[config.mk]
export PLATFORM = sky130hd
export DESIGN_NAME = kernel_cu
export DESIGN_NICKNAME = d
export VERILOG_FILES = /design/src/design/kernel_cfg_pkg.sv /design/src/design/mem_packet_pkg.sv /design/src/design/mem_if.sv /design/src/design/request_arbiter.sv /design/src/design/channel_router.sv /design/src/design/channel_buffer.sv /design/src/design/response_arbiter.sv /design/src/design/kernel_cu.sv
export SDC_FILE = /design/constraint.sdc
export NUM_CORES = 1
export LEC_CHECK = 0
export BUFFER_PORTS_ARGS = -buffer_cell sky130_fd_sc_hd__clkbuf_2
export CAP_MARGIN = 10
export CORE_AREA = 4 4 409 411
export DETAILED_ROUTE_END_ITERATION = 10
export DIE_AREA = 0 0 413 415
export GPL_ROUTABILITY_DRIVEN = 1
export GPL_TIMING_DRIVEN = 0
export PLACE_DENSITY_LB_ADDON = 0.12
export SYNTH_ARGS = -nofsm -noshare
export SYNTH_HDL_FRONTEND = slang
export SYNTH_SLANG_ARGS = --single-unit
[constraint.sdc]
create_clock -name ap_clk -period 13.4 [get_ports ap_clk]
set_input_delay 1.34 -clock ap_clk [delete_from_list [all_inputs] [get_ports ap_clk]]
set_output_delay 1.34 -clock ap_clk [all_outputs]
set_load 0.02 [all_outputs]
[src/design/kernel_cfg_pkg.sv]
// Default configuration of the memory compute unit: sizes, widths and done hold length
package kernel_cfg_pkg;

  // Requestor ports on the request and response side
  localparam int NUM_REQUESTORS = 2;

  // Memory channels, power of two
  localparam int NUM_CHANNELS = 2;

  // Words held by each channel buffer, power of two
  localparam int CHANNEL_WORDS = 16;

  // Width of one data word
  localparam int DATA_WIDTH = 32;

  // Quiet cycles needed before done_out rises
  localparam int PULSE_HOLD = 4;

endpackage : kernel_cfg_pkg

[src/design/mem_packet_pkg.sv]
// Memory packet field widths and the channel/offset address union
package mem_packet_pkg;

  import kernel_cfg_pkg::*;

  // Channel select bits, top of the address
  localparam int CHANNEL_BITS = $clog2(NUM_CHANNELS);

  // Word select bits inside one channel
  localparam int OFFSET_BITS = $clog2(CHANNEL_WORDS);

  localparam int ADDR_WIDTH = CHANNEL_BITS + OFFSET_BITS;

  // Requestor tag carried with every packet, never narrower than one bit
  localparam int ID_WIDTH = (NUM_REQUESTORS > 1) ? $clog2(NUM_REQUESTORS) : 1;

  // Split view used by the router
  typedef struct packed {
    logic [CHANNEL_BITS-1:0] channel;
    logic [OFFSET_BITS-1:0]  offset;
  } mem_addr_split_t;

  // One address word, read flat at the ports or split inside the fabric
  typedef union packed {
    logic [ADDR_WIDTH-1:0] flat;
    mem_addr_split_t       split;
  } mem_addr_t;

endpackage : mem_packet_pkg

[src/design/mem_if.sv]
// Request and response valid/ready interfaces with source and sink modports
`timescale 1ns/100ps

// ---------------------------------------------------------------------
// Request link
// ---------------------------------------------------------------------
interface mem_req_if import mem_packet_pkg::*; #(
  parameter int DATA_WIDTH = 32
);

  logic                  valid;
  logic                  ready;
  // High for a write, low for a read
  logic                  write;
  mem_addr_t             addr;
  logic [DATA_WIDTH-1:0] data;
  // Requestor that issued the request
  logic [ID_WIDTH-1:0]   id;

  modport source (output valid, write, addr, data, id, input ready);
  modport sink   (input valid, write, addr, data, id, output ready);

endinterface : mem_req_if

// ---------------------------------------------------------------------
// Response link
// ---------------------------------------------------------------------
interface mem_rsp_if import mem_packet_pkg::*; #(
  parameter int DATA_WIDTH = 32
);

  logic                  valid;
  logic                  ready;
  logic                  write;
  mem_addr_t             addr;
  // Read word or echoed write data
  logic [DATA_WIDTH-1:0] data;
  logic [ID_WIDTH-1:0]   id;

  modport source (output valid, write, addr, data, id, input ready);
  modport sink   (input valid, write, addr, data, id, output ready);

endinterface : mem_rsp_if

[src/design/request_arbiter.sv]
// Round-robin request arbiter that merges requestor ports into one tagged stream
`timescale 1ns/100ps

module request_arbiter import mem_packet_pkg::*; #(
  parameter int NUM_REQUESTORS = 2,
  parameter int DATA_WIDTH     = 32
) (
  input  logic                                      ap_clk,
  input  logic                                      areset_control,
  input  logic [NUM_REQUESTORS-1:0]                 req_valid,
  input  logic [NUM_REQUESTORS-1:0]                 req_write,
  input  logic [NUM_REQUESTORS-1:0][ADDR_WIDTH-1:0] req_addr,
  input  logic [NUM_REQUESTORS-1:0][DATA_WIDTH-1:0] req_data,
  output logic [NUM_REQUESTORS-1:0]                 req_ready,
  mem_req_if.source                                 out
);

  localparam int LAST = NUM_REQUESTORS - 1;

  logic [ID_WIDTH-1:0] ptr;
  logic                accept_en;
  logic                can_load;
  logic                take;

  // Output register free now or emptied on this edge
  assign can_load = accept_en && (!out.valid || out.ready);
  assign take     = can_load && req_valid[ptr];

  // Only the requestor under the pointer sees ready
  always_comb begin
    req_ready      = '0;
    req_ready[ptr] = can_load;
  end

  // ---------------------------------------------------------------------
  // Rotating priority pointer
  // ---------------------------------------------------------------------
  always_ff @(posedge ap_clk) begin
    if (areset_control) begin
      ptr       <= '0;
      accept_en <= 1'b0;
    end else begin
      // Ports open one cycle after reset
      accept_en <= 1'b1;
      // Hold only while the pointed requestor waits on a full register
      if (take || !req_valid[ptr]) begin
        ptr <= (ptr == ID_WIDTH'(LAST)) ? '0 : ptr + 1'b1;
      end
    end
  end

  // ---------------------------------------------------------------------
  // Output register, loaded on the accepting edge
  // ---------------------------------------------------------------------
  always_ff @(posedge ap_clk) begin
    if (areset_control) begin
      out.valid <= 1'b0;
    end else if (take) begin
      out.valid <= 1'b1;
    end else if (out.ready) begin
      out.valid <= 1'b0;
    end
  end

  always_ff @(posedge ap_clk) begin
    if (take) begin
      out.write     <= req_write[ptr];
      out.addr.flat <= req_addr[ptr];
      out.data      <= req_data[ptr];
      // Stamp the source so the response finds its way back
      out.id        <= ptr;
    end
  end

endmodule : request_arbiter

[src/design/channel_router.sv]
// Channel router that registers the merged request and steers it by address
`timescale 1ns/100ps

module channel_router import mem_packet_pkg::*; #(
  parameter int NUM_CHANNELS = 2
) (
  input  logic      ap_clk,
  input  logic      areset_control,
  mem_req_if.sink   in,
  mem_req_if.source ch [NUM_CHANNELS]
);

  logic                        hold_valid;
  logic                        hold_write;
  mem_addr_t                   hold_addr;
  logic [$bits(in.data)-1:0]   hold_data;
  logic [ID_WIDTH-1:0]         hold_id;
  logic [NUM_CHANNELS-1:0]     ch_ready;

  // Free when empty or when the addressed channel takes the held request
  assign in.ready = !hold_valid || ch_ready[hold_addr.split.channel];

  // Payload fans out to every channel, valid only to the addressed one
  for (genvar c = 0; c < NUM_CHANNELS; c++) begin : g_ch
    assign ch[c].valid = hold_valid && (hold_addr.split.channel == CHANNEL_BITS'(c));
    assign ch[c].write = hold_write;
    assign ch[c].addr  = hold_addr;
    assign ch[c].data  = hold_data;
    assign ch[c].id    = hold_id;
    assign ch_ready[c] = ch[c].ready;
  end

  always_ff @(posedge ap_clk) begin
    if (areset_control) begin
      hold_valid <= 1'b0;
    end else if (in.ready) begin
      hold_valid <= in.valid;
    end
  end

  always_ff @(posedge ap_clk) begin
    if (in.valid && in.ready) begin
      hold_write <= in.write;
      hold_addr  <= in.addr;
      hold_data  <= in.data;
      hold_id    <= in.id;
    end
  end

endmodule : channel_router

[src/design/channel_buffer.sv]
// Memory channel: local word buffer with a registered read/write response
`timescale 1ns/100ps

module channel_buffer import mem_packet_pkg::*; #(
  parameter int CHANNEL_WORDS = 16,
  parameter int DATA_WIDTH    = 32
) (
  input  logic      ap_clk,
  input  logic      areset_control,
  mem_req_if.sink   req,
  mem_rsp_if.source rsp
);

  logic [DATA_WIDTH-1:0] mem [CHANNEL_WORDS];
  logic [OFFSET_BITS-1:0] offset;
  logic                   take;

  // Channel bits already consumed by the router, only the offset matters here
  assign offset = req.addr.split.offset;

  // Response register empty or handed over this cycle
  assign req.ready = !rsp.valid || rsp.ready;
  assign take      = req.valid && req.ready;

  // ---------------------------------------------------------------------
  // Buffer storage
  // ---------------------------------------------------------------------
  always_ff @(posedge ap_clk) begin
    if (take && req.write) begin
      mem[offset] <= req.data;
    end
  end

  // ---------------------------------------------------------------------
  // Response register
  // ---------------------------------------------------------------------
  always_ff @(posedge ap_clk) begin
    if (areset_control) begin
      rsp.valid <= 1'b0;
    end else if (take) begin
      rsp.valid <= 1'b1;
    end else if (rsp.ready) begin
      rsp.valid <= 1'b0;
    end
  end

  always_ff @(posedge ap_clk) begin
    if (take) begin
      rsp.write <= req.write;
      rsp.addr  <= req.addr;
      rsp.id    <= req.id;
      // Reads return the word before this request, writes echo their data
      rsp.data  <= req.write ? req.data : mem[offset];
    end
  end

endmodule : channel_buffer

[src/design/response_arbiter.sv]
// Round-robin response arbiter that returns channel responses to their requestors
`timescale 1ns/100ps

module response_arbiter import mem_packet_pkg::*; #(
  parameter int NUM_CHANNELS   = 2,
  parameter int NUM_REQUESTORS = 2,
  parameter int DATA_WIDTH     = 32
) (
  input  logic                                      ap_clk,
  input  logic                                      areset_control,
  mem_rsp_if.sink                                   ch [NUM_CHANNELS],
  input  logic [NUM_REQUESTORS-1:0]                 rsp_ready,
  output logic [NUM_REQUESTORS-1:0]                 rsp_valid,
  output logic [NUM_REQUESTORS-1:0]                 rsp_write,
  output logic [NUM_REQUESTORS-1:0][ADDR_WIDTH-1:0] rsp_addr,
  output logic [NUM_REQUESTORS-1:0][DATA_WIDTH-1:0] rsp_data
);

  localparam int PTR_W = (NUM_CHANNELS > 1) ? $clog2(NUM_CHANNELS) : 1;
  localparam int LAST  = NUM_CHANNELS - 1;

  logic [NUM_CHANNELS-1:0] ch_valid;
  logic [NUM_CHANNELS-1:0] ch_write;
  mem_addr_t               ch_addr [NUM_CHANNELS];
  logic [DATA_WIDTH-1:0]   ch_data [NUM_CHANNELS];
  logic [ID_WIDTH-1:0]     ch_id   [NUM_CHANNELS];
  logic [PTR_W-1:0]        ptr;
  logic                    out_valid;
  logic                    out_write;
  mem_addr_t               out_addr;
  logic [DATA_WIDTH-1:0]   out_data;
  logic [ID_WIDTH-1:0]     out_id;
  logic                    drain;
  logic                    can_load;
  logic                    take;

  // Owner of the held response takes it
  assign drain    = out_valid && rsp_ready[out_id];
  assign can_load = !out_valid || drain;
  assign take     = can_load && ch_valid[ptr];

  // Flatten the channel links, ready only to the channel under the pointer
  for (genvar c = 0; c < NUM_CHANNELS; c++) begin : g_ch
    assign ch_valid[c] = ch[c].valid;
    assign ch_write[c] = ch[c].write;
    assign ch_addr[c]  = ch[c].addr;
    assign ch_data[c]  = ch[c].data;
    assign ch_id[c]    = ch[c].id;
    assign ch[c].ready = can_load && (ptr == PTR_W'(c));
  end

  // ---------------------------------------------------------------------
  // Pointer and output register
  // ---------------------------------------------------------------------
  always_ff @(posedge ap_clk) begin
    if (areset_control) begin
      ptr       <= '0;
      out_valid <= 1'b0;
    end else begin
      // Stay on a waiting channel, skip an idle one
      if (take || !ch_valid[ptr]) begin
        ptr <= (ptr == PTR_W'(LAST)) ? '0 : ptr + 1'b1;
      end
      if (take) begin
        out_valid <= 1'b1;
      end else if (drain) begin
        out_valid <= 1'b0;
      end
    end
  end

  always_ff @(posedge ap_clk) begin
    if (take) begin
      out_write <= ch_write[ptr];
      out_addr  <= ch_addr[ptr];
      out_data  <= ch_data[ptr];
      out_id    <= ch_id[ptr];
    end
  end

  // Payload is shared, valid goes to the tagged requestor only
  always_comb begin
    for (int r = 0; r < NUM_REQUESTORS; r++) begin
      rsp_valid[r] = out_valid && (out_id == ID_WIDTH'(r));
      rsp_write[r] = out_write;
      rsp_addr[r]  = out_addr.flat;
      rsp_data[r]  = out_data;
    end
  end

endmodule : response_arbiter

[src/design/kernel_cu.sv]
// Compute unit top: request/response fabric, channel buffers, in-flight count, done detector
`timescale 1ns/100ps

module kernel_cu import mem_packet_pkg::*; #(
  parameter int NUM_REQUESTORS = kernel_cfg_pkg::NUM_REQUESTORS,
  parameter int NUM_CHANNELS   = kernel_cfg_pkg::NUM_CHANNELS,
  parameter int CHANNEL_WORDS  = kernel_cfg_pkg::CHANNEL_WORDS,
  parameter int DATA_WIDTH     = kernel_cfg_pkg::DATA_WIDTH,
  parameter int PULSE_HOLD     = kernel_cfg_pkg::PULSE_HOLD
) (
  input  logic                                      ap_clk,
  input  logic                                      areset_control,
  input  logic [NUM_REQUESTORS-1:0]                 req_valid,
  output logic [NUM_REQUESTORS-1:0]                 req_ready,
  input  logic [NUM_REQUESTORS-1:0]                 req_write,
  input  logic [NUM_REQUESTORS-1:0][ADDR_WIDTH-1:0] req_addr,
  input  logic [NUM_REQUESTORS-1:0][DATA_WIDTH-1:0] req_data,
  output logic [NUM_REQUESTORS-1:0]                 rsp_valid,
  input  logic [NUM_REQUESTORS-1:0]                 rsp_ready,
  output logic [NUM_REQUESTORS-1:0]                 rsp_write,
  output logic [NUM_REQUESTORS-1:0][ADDR_WIDTH-1:0] rsp_addr,
  output logic [NUM_REQUESTORS-1:0][DATA_WIDTH-1:0] rsp_data,
  input  logic [NUM_REQUESTORS-1:0]                 work_done,
  output logic                                      done_out
);

  // Enough for every register stage of the fabric to hold one request
  localparam int CNT_W = $clog2(NUM_CHANNELS + 4) + 1;

  logic [CNT_W-1:0]      inflight;
  logic                  req_fire;
  logic                  rsp_fire;
  logic                  quiet;
  logic [PULSE_HOLD-1:0] done_hist;

  mem_req_if #(.DATA_WIDTH(DATA_WIDTH)) merged_req ();
  mem_req_if #(.DATA_WIDTH(DATA_WIDTH)) ch_req [NUM_CHANNELS] ();
  mem_rsp_if #(.DATA_WIDTH(DATA_WIDTH)) ch_rsp [NUM_CHANNELS] ();

  // ---------------------------------------------------------------------
  // Request side
  // ---------------------------------------------------------------------
  request_arbiter #(
    .NUM_REQUESTORS(NUM_REQUESTORS),
    .DATA_WIDTH    (DATA_WIDTH)
  ) u_request_arbiter (
    .ap_clk        (ap_clk),
    .areset_control(areset_control),
    .req_valid     (req_valid),
    .req_write     (req_write),
    .req_addr      (req_addr),
    .req_data      (req_data),
    .req_ready     (req_ready),
    .out           (merged_req)
  );

  channel_router #(
    .NUM_CHANNELS(NUM_CHANNELS)
  ) u_channel_router (
    .ap_clk        (ap_clk),
    .areset_control(areset_control),
    .in            (merged_req),
    .ch            (ch_req)
  );

  // One buffer per memory channel
  for (genvar c = 0; c < NUM_CHANNELS; c++) begin : g_channel
    channel_buffer #(
      .CHANNEL_WORDS(CHANNEL_WORDS),
      .DATA_WIDTH   (DATA_WIDTH)
    ) u_channel_buffer (
      .ap_clk        (ap_clk),
      .areset_control(areset_control),
      .req           (ch_req[c]),
      .rsp           (ch_rsp[c])
    );
  end

  // ---------------------------------------------------------------------
  // Response side
  // ---------------------------------------------------------------------
  response_arbiter #(
    .NUM_CHANNELS  (NUM_CHANNELS),
    .NUM_REQUESTORS(NUM_REQUESTORS),
    .DATA_WIDTH    (DATA_WIDTH)
  ) u_response_arbiter (
    .ap_clk        (ap_clk),
    .areset_control(areset_control),
    .ch            (ch_rsp),
    .rsp_ready     (rsp_ready),
    .rsp_valid     (rsp_valid),
    .rsp_write     (rsp_write),
    .rsp_addr      (rsp_addr),
    .rsp_data      (rsp_data)
  );

  // ---------------------------------------------------------------------
  // In-flight count and done detection
  // ---------------------------------------------------------------------
  // At most one transfer per side per cycle
  assign req_fire = |(req_valid & req_ready);
  assign rsp_fire = |(rsp_valid & rsp_ready);

  // All requestors finished and the fabric empty
  assign quiet = (&work_done) && (inflight == '0);

  always_ff @(posedge ap_clk) begin
    if (areset_control) begin
      inflight  <= '0;
      done_hist <= '0;
    end else begin
      inflight  <= inflight + CNT_W'(req_fire) - CNT_W'(rsp_fire);
      // History of the last PULSE_HOLD quiet samples
      done_hist <= (done_hist << 1) | PULSE_HOLD'(quiet);
    end
  end

  // High once every sample in the window was quiet
  assign done_out = &done_hist;

endmodule : kernel_cu

==> results of run 1 <==
per-layer routing:
metal,wire [microns],GRT usage,up-vias
met5,0,0,-
met4,3040,0.0423,0
met3,5410,0.0264,186
met2,63900,0.249,577
met1,58500,0.211,12116
li1,-,-,9062
cells in the final DEF (no fill, tap or decap), types with 24 or more instances in the layout:
| cell type | synthesis | final |
|---|---|---|
| buf_16 | 0 | 28 |
| buf_4 | 39 | 39 |
| buf_6 | 22 | 53 |
| clkbuf_1 | 49 | 71 |
| clkbuf_16 | 0 | 143 |
| clkbuf_2 | 0 | 165 |
| clkinv_1 | 0 | 33 |
| edfxtp_1 | 1219 | 1219 |
| mux2_2 | 142 | 142 |
| mux4_2 | 320 | 320 |
| nor2_4 | 0 | 24 |
cell families (layout without fill, tap and decap cells):
kind of cell             count (synthesis)  after routing
AO/OA/AOI/OAI                           16             16
AND/OR/NAND/NOR                         74             74
adder cells (fa/ha/maj)                  6              6
XOR/XNOR                                 2              2
other                                    0              1
buffers and inverters                  145            644
flip-flops                            1235           1235
multiplexers                           466            466
through the flow:
step                std cells  worst slack [ps]  hold WS (ps)  area (sq um)
global placement         4297              3300           405         50800
global route             4632              8070           425         57000
finish                   4633              8340           415         57000
CTS                      4627              8130           415         56900
floorplan                1944              8060           400         47200
detailed placement       4384              8130           406         52700
registers in the layout (all words and copies together) (netlist names), 2 cells and up:
register	cells
g_channel.u_channel_buffer.rsp.addr	10
g_channel.u_channel_buffer.rsp.write	2
inflight	4
u_request_arbiter.out.data	32
g_channel.u_channel_buffer.rsp.data	64
u_response_arbiter.out_addr	5
u_channel_router.ch.data	32
done_hist	4
u_response_arbiter.out_data	32
g_channel.u_channel_buffer.rsp.valid	2
u_request_arbiter.out.addr	5
g_channel.u_channel_buffer.mem	1024
u_channel_router.ch.addr	5
g_channel.u_channel_buffer.rsp.id	2
worst max-delay path by stage:
stage / endpoint / slack, ps / depth (start not counted)
2_1_floorplan: u_channel_router.ch[0].addr[0] / 8060 / 4
3_3_place_gp: g_channel[1].u_channel_buffer.mem[12][9] / 3300 / 7
3_5_place_dp: g_channel[1].u_channel_buffer.mem[15][11] / 8130 / 7
4_1_cts: g_channel[1].u_channel_buffer.mem[15][16] / 8130 / 7
5_1_grt: g_channel[1].u_channel_buffer.mem[15][16] / 8070 / 7
6_report: g_channel[1].u_channel_buffer.mem[15][16] / 8340 / 7
power breakdown:
group	internal [uW]	switching, uW
registers	4250	35.7
logic	121	132
clock network	2060	1520
total	6430	1690
final cells by class:
cell class | instances | area, sq um
Multi-Input combinational cell | 564 | 9690
Clock buffer | 166 | 3660
Buffer | 137 | 842
Sequential cell | 1235 | 36900
Antenna cell | 1 | 2.50
Timing Repair Buffer | 256 | 2550
Inverter | 8 | 30.0
Tap cell | 2189 | 2740
Clock inverter | 77 | 559
Fill cell | 15277 | 107000
==> flow_summary.json, run 1 <==
{
  "status": "finished, final reports clean",
  "worstPathRequired_ps": 13850,
  "finalHoldViolCount": 0,
  "synth_common_cells": "1219 x edfxtp_1, 320 x mux4_2, 142 x mux2_2",
  "worst_pin_slew_ps": 1220,
  "die_area_sq_um": 171000,
  "fin_crit_sh": 0.377,
  "maxCapViolations": 0,
  "clkLatencyLatePin_ps": 750,
  "synth_fa_ha_area_frac": 0.00175,
  "rows": 149,
  "cts_resized": 0,
  "critPathKind": "reg -> reg",
  "syn-cell-area_sq_um": 47200,
  "slew_headroom": 0.184,
  "finClkSkew_ps": 21.0,
  "nets": 2429,
  "leakage_uw": 0.0179,
  "synth_edf_count": 1219,
  "synth_cells": 1944,
  "cp_top_family": "buffers and inverters",
  "avgSynthCellArea_sq_um": 24.3,
  "gr-total-overflow": 0,
  "start_util": 0.288,
  "grtUsageTotal": 0.153,
  "routabilityCongestion": 0.711,
  "viasPerCell": 4.74,
  "slowest_delay_ps": 910,
  "synthXorXnorAreaFrac": 0.000371,
  "cts.clk_slew.worst_paths_ps": 60,
  "vias": 21941,
  "ys_warn_count": 0,
  "pin_count": 165,
  "p_per_area_nw_per_um2": 142,
  "crit_path_start": "u_channel_router.ch[0].addr[1]",
  "startpoint_type": "flop",
  "antenna_found_initial": 4,
  "path_max_fanout": 10,
  "synth-async-reset-ratio": 0,
  "hold_path_end": "u_channel_router.ch[0].write",
  "synth_mux_area_frac": 0.187,
  "arrival_ps": 5510,
  "final_layout_size_suffix_gt1_frac": 0.417,
  "critical_path.slowest_cell": "nor3_2",
  "synth.most_common_cell": "edfxtp_1",
  "cts_tree": "yes",
  "worstHoldPathType": "reg -> reg",
  "synth_nets": 2034,
  "cp_cell_sequence": "clkbuf_1 > clkbuf_1 > clkbuf_1 > nand2_1 > nor3_2 > buf_6 > buf_6",
  "wl_per_cell_microns": 28.2,
  "synth_top_family_by_area": "multiplexers",
  "portBuffers": 164,
  "drt-initial-drc-count": 1739,
  "crit_buf_inv": 5,
  "crit_top_cell": "clkbuf_1",
  "synth_area_leaders": "edfxtp_1 78%, mux4_2 15%, mux2_2 3.4%, dfxtp_1 0.68%, buf_4 0.62%",
  "synth_compound_area_frac": 0.00209,
  "rr_worst_depth": 7,
  "synth_cell_types": 37,
  "drc": 0,
  "root_buffer": "clkbuf_16",
  "yosysTopAreaCell": "edfxtp_1",
  "r2r-end": "g_channel[1].u_channel_buffer.mem[15][16]",
  "r2r_slack_ps": 8340,
  "ir_drop_uv": 139,
  "cts_hold_buf": 0,
  "grt_pass1_vias": 23444,
  "first_pass_iters": 6,
  "grt_start_max_net_pins": 35,
  "report.final.setup_viol": 0,
  "route.antenna.remaining_nets": 0,
  "synth-seq-cells": 1235,
  "final_util": 0.347,
  "fmax_mhz": 198,
  "synth_top_flop_cell": "edfxtp_1",
  "reg2reg_from": "u_channel_router.ch[0].addr[1]",
  "cts_sinks": 1235,
  "area_growth_pct": 20.7,
  "rsz0062_at_grt": "false",
  "setup_tns_ps": 0,
  "die_x_microns": 413,
  "cts_setup_buffers": 0,
  "drt_wl_total_mm": 131,
  "htreeDepth": 4,
  "ys_seq_area_frac": 0.782,
  "total_power_uw": 8120,
  "endpoint_kind": "flop",
  "synthSimpleGateAreaFrac": 0.00813,
  "clock_path_buffers": 3,
  "grt_pass1_wl_mm": 182,
  "min_delay_path_depth": 0,
  "hp-start": "u_request_arbiter.out.write",
  "die_h_microns": 415,
  "hpwl_mm": 88.6,
  "min_period_ps": 5060,
  "slew_viol_final": 0,
  "coreArea_sq_um": 164000,
  "synth_top_area_frac": 0.775,
  "numCtsBuffers": 137
}
Power figures use the tool's default switching activity.
==> inputs of run 2 (changes only) <==
==> constraint.sdc (replaced) <==
create_clock -name ap_clk -period 4.4 [get_ports ap_clk]
set_input_delay 0.44 -clock ap_clk [delete_from_list [all_inputs] [get_ports ap_clk]]
set_output_delay 0.44 -clock ap_clk [all_outputs]
set_load 0.02 [all_outputs]
==> flow_summary.json, run 2 (same netlist as run 1, synthesis figures left out) <==
{
  "min_delay_path_depth": 3,
  "power_frac_seq": 0.518,
  "top_layer_used": "met4",
  "total_power_uw": 25200,
  "slew_viol_final": 0,
  "die_x_microns": 413,
  "rows": 149,
  "start_util": 0.288,
  "leakage_uw": 0.0184,
  "numCtsBuffers": 138,
  "slowest_delay_ps": 680,
  "slew_headroom": 0.180,
  "top_regs": "g_channel.u_channel_buffer.mem: 1024 flops, g_channel.u_channel_buffer.rsp.data: 64 flops",
  "final_cell_mix": "1219 x edfxtp_1, 320 x mux4_2, 166 x clkbuf_2",
  "grt_start_max_net_pins": 35,
  "grtUsageTotal": 0.155,
  "cts_sinks": 1235,
  "clock_path_buffers": 3,
  "combPwrFrac": 0.034,
  "wl_met1_mm": 58.6,
  "gr-total-overflow": 0,
  "hold-worst-slack_ps": 103,
  "arrival_ps": 4570,
  "final_layout_size_suffix_gt1_frac": 0.404,
  "drc": 0,
  "wl_per_cell_microns": 28.0,
  "nets": 2526,
  "critPathKind": "reg -> reg",
  "p_switching_uw": 5120,
  "grt_pass1_wl_mm": 184,
  "maxCapViolations": 0,
  "intPower_uw": 20100,
  "htreeDepth": 4,
  "route.antenna.remaining_nets": 0,
  "report.final.setup_viol": 0,
  "final_common_cell": "edfxtp_1",
  "viasPerCell": 4.70,
  "clkLatencyLatePin_ps": 750,
  "finClkSkew_ps": 28.4,
  "dr_wl_met2_mm": 66.1,
  "met3WireLength_mm": 5.79,
  "first_pass_iters": 5,
  "fmax_mhz": 243,
  "largest_register": "g_channel.u_channel_buffer.mem",
  "rsz0062_at_grt": "false",
  "coreArea_sq_um": 164000,
  "cts.clk_slew.worst_paths_ps": 60,
  "path_max_fanout": 10,
  "drt_wl_total_mm": 133,
  "vias": 22226,
  "min_period_ps": 4120,
  "die_area_sq_um": 171000,
  "rr_worst_depth": 9,
  "portBuffers": 164,
  "fin_crit_sh": 0.937,
  "cp_cell_sequence": "buf_12 > clkbuf_2 > clkbuf_1 > nand2_1 > nor3_2 > buf_6 > buf_4 > buf_6 > buf_6",
  "finalHoldViolCount": 0,
  "worstPathRequired_ps": 4850,
  "pwr-share-clk": 0.448,
  "ir_drop_uv": 399,
  "cp_top_family": "buffers and inverters",
  "status": "finished, final reports clean",
  "root_buffer": "clkbuf_16",
  "area_growth_pct": 23.0,
  "endpoint_kind": "flop",
  "hpwl_mm": 88.2,
  "cp_num_cells": 9,
  "grt_pass1_vias": 23785,
  "drt-initial-drc-count": 1768,
  "nFillCells": 15169,
  "crit_top_cell": "buf_6",
  "p_per_area_nw_per_um2": 434,
  "crit_buf_inv": 7,
  "worst_pin_slew_ps": 1230,
  "p_sw_frac": 0.203,
  "pin_count": 165,
  "worstHoldPathType": "in -> reg",
  "critical_path.slowest_cell": "clkbuf_1",
  "startpoint_type": "flop",
  "antenna_found_initial": 7,
  "routabilityCongestion": 0.713,
  "cts_tree": "yes",
  "die_h_microns": 415,
  "largest_reg_flops": 1024
}
==> run 2: layout make-up <==
| class | count | area [sq um] | share of cell area |
|---|---|---|---|
| inverter | 8 | 30.0 | 0.000517 |
| tap | 2189 | 2740 | 0.0472 |
| buffer | 136 | 838 | 0.0144 |
| timing repair buffer | 353 | 3450 | 0.0595 |
| antenna | 2 | 5.00 | 0.0000862 |
| clock inverter | 61 | 588 | 0.0101 |
| sequential | 1235 | 36900 | 0.636 |
| multi-input combinational | 564 | 9710 | 0.167 |
| clock buffer | 180 | 3790 | 0.0653 |
==> run 2: stage by stage <==
step	area, sq um	std cells	setup TNS [ps]	worst slack (ps)	util
2_1_floorplan	47200	1944	0	206	-
3_3_place_gp	50800	4297	-3744650	-5800	0.310
3_5_place_dp	52500	4385	-353230	-1060	0.320
4_1_cts	57900	4713	0	6.09	0.353
5_1_grt	58100	4726	0	36.5	0.354
6_report	58100	4728	0	277	0.354
==> run 2: worst paths after layout <==
path | from | endpoint | slack, ps
max | u_channel_router.ch[0].addr[1] | g_channel[0].u_channel_buffer.mem[15][14] | 280
min | work_done[1] | done_hist[0] | 100
max reg2reg | u_channel_router.ch[0].addr[1] | g_channel[0].u_channel_buffer.mem[15][14] | 280
min reg2reg | u_request_arbiter.out.write | u_channel_router.ch[0].write | 410
==> run 2: metal layers <==
layer	track usage	up-vias
met5	0	-
met4	0.0335	0
met3	0.0261	145
met2	0.257	583
met1	0.215	12229
li1	-	9269
==> run 2: worst reg2reg max path: stages (launching register included) <==
cell and delay, ps:
edfxtp_1 400, buf_12 150, clkbuf_2 490, clkbuf_1 680
nand2_1 660, nor3_2 660, buf_6 220, buf_4 220
buf_6 180, buf_6 170
==> run 2: repair_timing <==
action	CTS	global route
setup endpoints to repair	1042	39
hold buffers	79	0
pin swaps	3	3
gates resized for setup	5	0
endpoints found under the hold margin	44	0
buffers inserted	9	8
==> run 2: power by group through the flow <==
stage	registers, uW	logic, uW	clock network, uW
floorplan	13300	468	0
global placement	13300	739	0
detailed placement	13300	774	0
CTS	13100	857	11600
global route	13100	910	12100
finish	13100	848	11300
==> inputs of run 3 (changes only) <==
==> constraint.sdc (replaced) <==
create_clock -name ap_clk -period 4.5 [get_ports ap_clk]
set_input_delay 0.45 -clock ap_clk [delete_from_list [all_inputs] [get_ports ap_clk]]
set_output_delay 0.45 -clock ap_clk [all_outputs]
set_load 0.02 [all_outputs]
==> flow_summary.json, run 3 (same netlist as run 1, synthesis figures left out) <==
{
  "grt_pass1_vias": 23762,
  "pin_count": 165,
  "die_h_microns": 415,
  "final_layout_size_suffix_gt1_frac": 0.405,
  "setup_ws_ps": 189,
  "largest_register": "g_channel.u_channel_buffer.mem",
  "finClkSkew_ps": 21.9,
  "p_per_area_nw_per_um2": 420,
  "min_period_ps": 4310,
  "rows": 149,
  "maxCapViolations": 0,
  "setup_tns_ps": 0,
  "viasPerCell": 4.72,
  "largest_reg_flops": 1024,
  "drt-initial-drc-count": 1730,
  "numCtsBuffers": 137,
  "fmax_mhz": 232,
  "final_util": 0.352,
  "rsz0062_at_grt": "false",
  "critPathKind": "reg -> reg",
  "routabilityCongestion": 0.711,
  "worst_pin_slew_ps": 1240,
  "start_util": 0.288,
  "vias": 22252,
  "path_max_fanout": 18,
  "final_common_cell": "edfxtp_1",
  "fin_crit_sh": 0.958,
  "first_pass_iters": 5,
  "drc": 0,
  "hold-worst-slack_ps": 105,
  "endpoint_kind": "flop",
  "root_buffer": "clkbuf_16",
  "ir_drop_uv": 415,
  "coreArea_sq_um": 164000,
  "worstHoldPathType": "in -> reg",
  "final_cell_mix": "1219 x edfxtp_1, 320 x mux4_2, 166 x clkbuf_2",
  "status": "finished, final reports clean",
  "nets": 2508,
  "worstPathRequired_ps": 4930,
  "startpoint_type": "flop",
  "wl_per_cell_microns": 27.9,
  "finalHoldViolCount": 0,
  "slew_viol_final": 0,
  "clkLatencyLatePin_ps": 760,
  "drt_wl_total_mm": 132,
  "cts_tree": "yes",
  "antenna_found_initial": 5,
  "arrival_ps": 4740,
  "route.antenna.remaining_nets": 0,
  "area_growth_pct": 22.4,
  "grt_pass1_wl_mm": 183,
  "grt_start_max_net_pins": 35,
  "portBuffers": 164,
  "clock_path_buffers": 3,
  "gr-total-overflow": 0,
  "die_x_microns": 413,
  "die_area_sq_um": 171000,
  "slew_headroom": 0.177,
  "cts_sinks": 1235,
  "cp_cell_sequence": "clkbuf_1 > nor2b_1 > a31oi_1 > nand4_1 > buf_2 > or3b_1 > nor2_4 > buf_12",
  "cts.clk_slew.worst_paths_ps": 60,
  "grtUsageTotal": 0.153,
  "dp_slack_ps": -767,
  "total_power_uw": 24300,
  "leakage_uw": 0.0183,
  "critical_path.slowest_cell": "nor2_4",
  "htreeDepth": 4,
  "slowest_delay_ps": 760,
  "top_regs": "g_channel.u_channel_buffer.mem: 1024 flops, g_channel.u_channel_buffer.rsp.data: 64 flops",
  "hpwl_mm": 88.6,
  "report.final.setup_viol": 0
}
run 3: cell count changes in the layout (fill, tap and decap cells not counted), moves of 2 or more:
cell	change
bufinv_16	-5
buf_4	-13
clkbuf_16	-3
buf_6	+3
clkinv_2	+15
nor3_2	+2
clkinvlp_4	+3
nor3_4	-2
buf_16	+11
clkinv_1	+2
clkbuf_1	-11
buf_12	-16
run 3: worst paths after layout:
| check | cells past startpoint | end | startpoint | slack (ps) |
|---|---|---|---|---|
| worst min-delay path | 3 | done_hist[0] | work_done[1] | 100 |
| worst max register to register | 8 | g_channel[1].u_channel_buffer.mem[6][16] | u_response_arbiter.ptr | 190 |
| worst max-delay path | 8 | g_channel[1].u_channel_buffer.mem[6][16] | u_response_arbiter.ptr | 190 |
| worst min register to register | 0 | u_channel_router.ch[0].addr[4] | u_request_arbiter.out.addr[4] | 410 |
run 3: final cells by class:
type / instances / area, sq um
Buffer: 135 / 836
Antenna cell: 1 / 2.50
Fill cell: 15240 / 106000
Clock inverter: 77 / 559
Timing Repair Buffer: 337 / 3360
Clock buffer: 166 / 3660
Inverter: 8 / 30.0
Multi-Input combinational cell: 564 / 9700
Sequential cell: 1235 / 36900
Tap cell: 2189 / 2740
run 3: report_power, final:
group	total, uW	internal, uW	switching (uW)	leakage [uW]
sequential	12800	12700	109	0.0111
combinational	826	423	403	0.00513
clock	10700	6130	4530	0.00207
total	24300	19200	5040	0.0183
run 3: routing by layer:
layer	wire length (microns)	GRT usage
met4	3180	0.0429
met5	0	0
met1	58600	0.212
met2	64300	0.250
met3	5530	0.0261
run 3: repair_timing:
item                                    in CTS  in global routing
pin swaps                                    1                  0
hold buffers                                79                  0
endpoints found under the setup margin     891                 40
hold endpoints to repair                    44                  0
resized for setup                            3                  0
buffers inserted                             2                  0
run 3: critical path: cells and delay by family, from the launching register on:
family          cells  cell delay (ps)
compound gates      1              380
simple gates        4             1980
flops               1              300
buf+inv             3             1260
run 3: metrics by stage:
| step | instance area [sq um] | instances |
|---|---|---|
| 6_report | 57800 | 4712 |
| 5_1_grt | 57800 | 4711 |
| 4_1_cts | 57700 | 4707 |
| 3_5_place_dp | 52700 | 4384 |
| 3_3_place_gp | 50800 | 4297 |
| 2_1_floorplan | 47200 | 1944 |
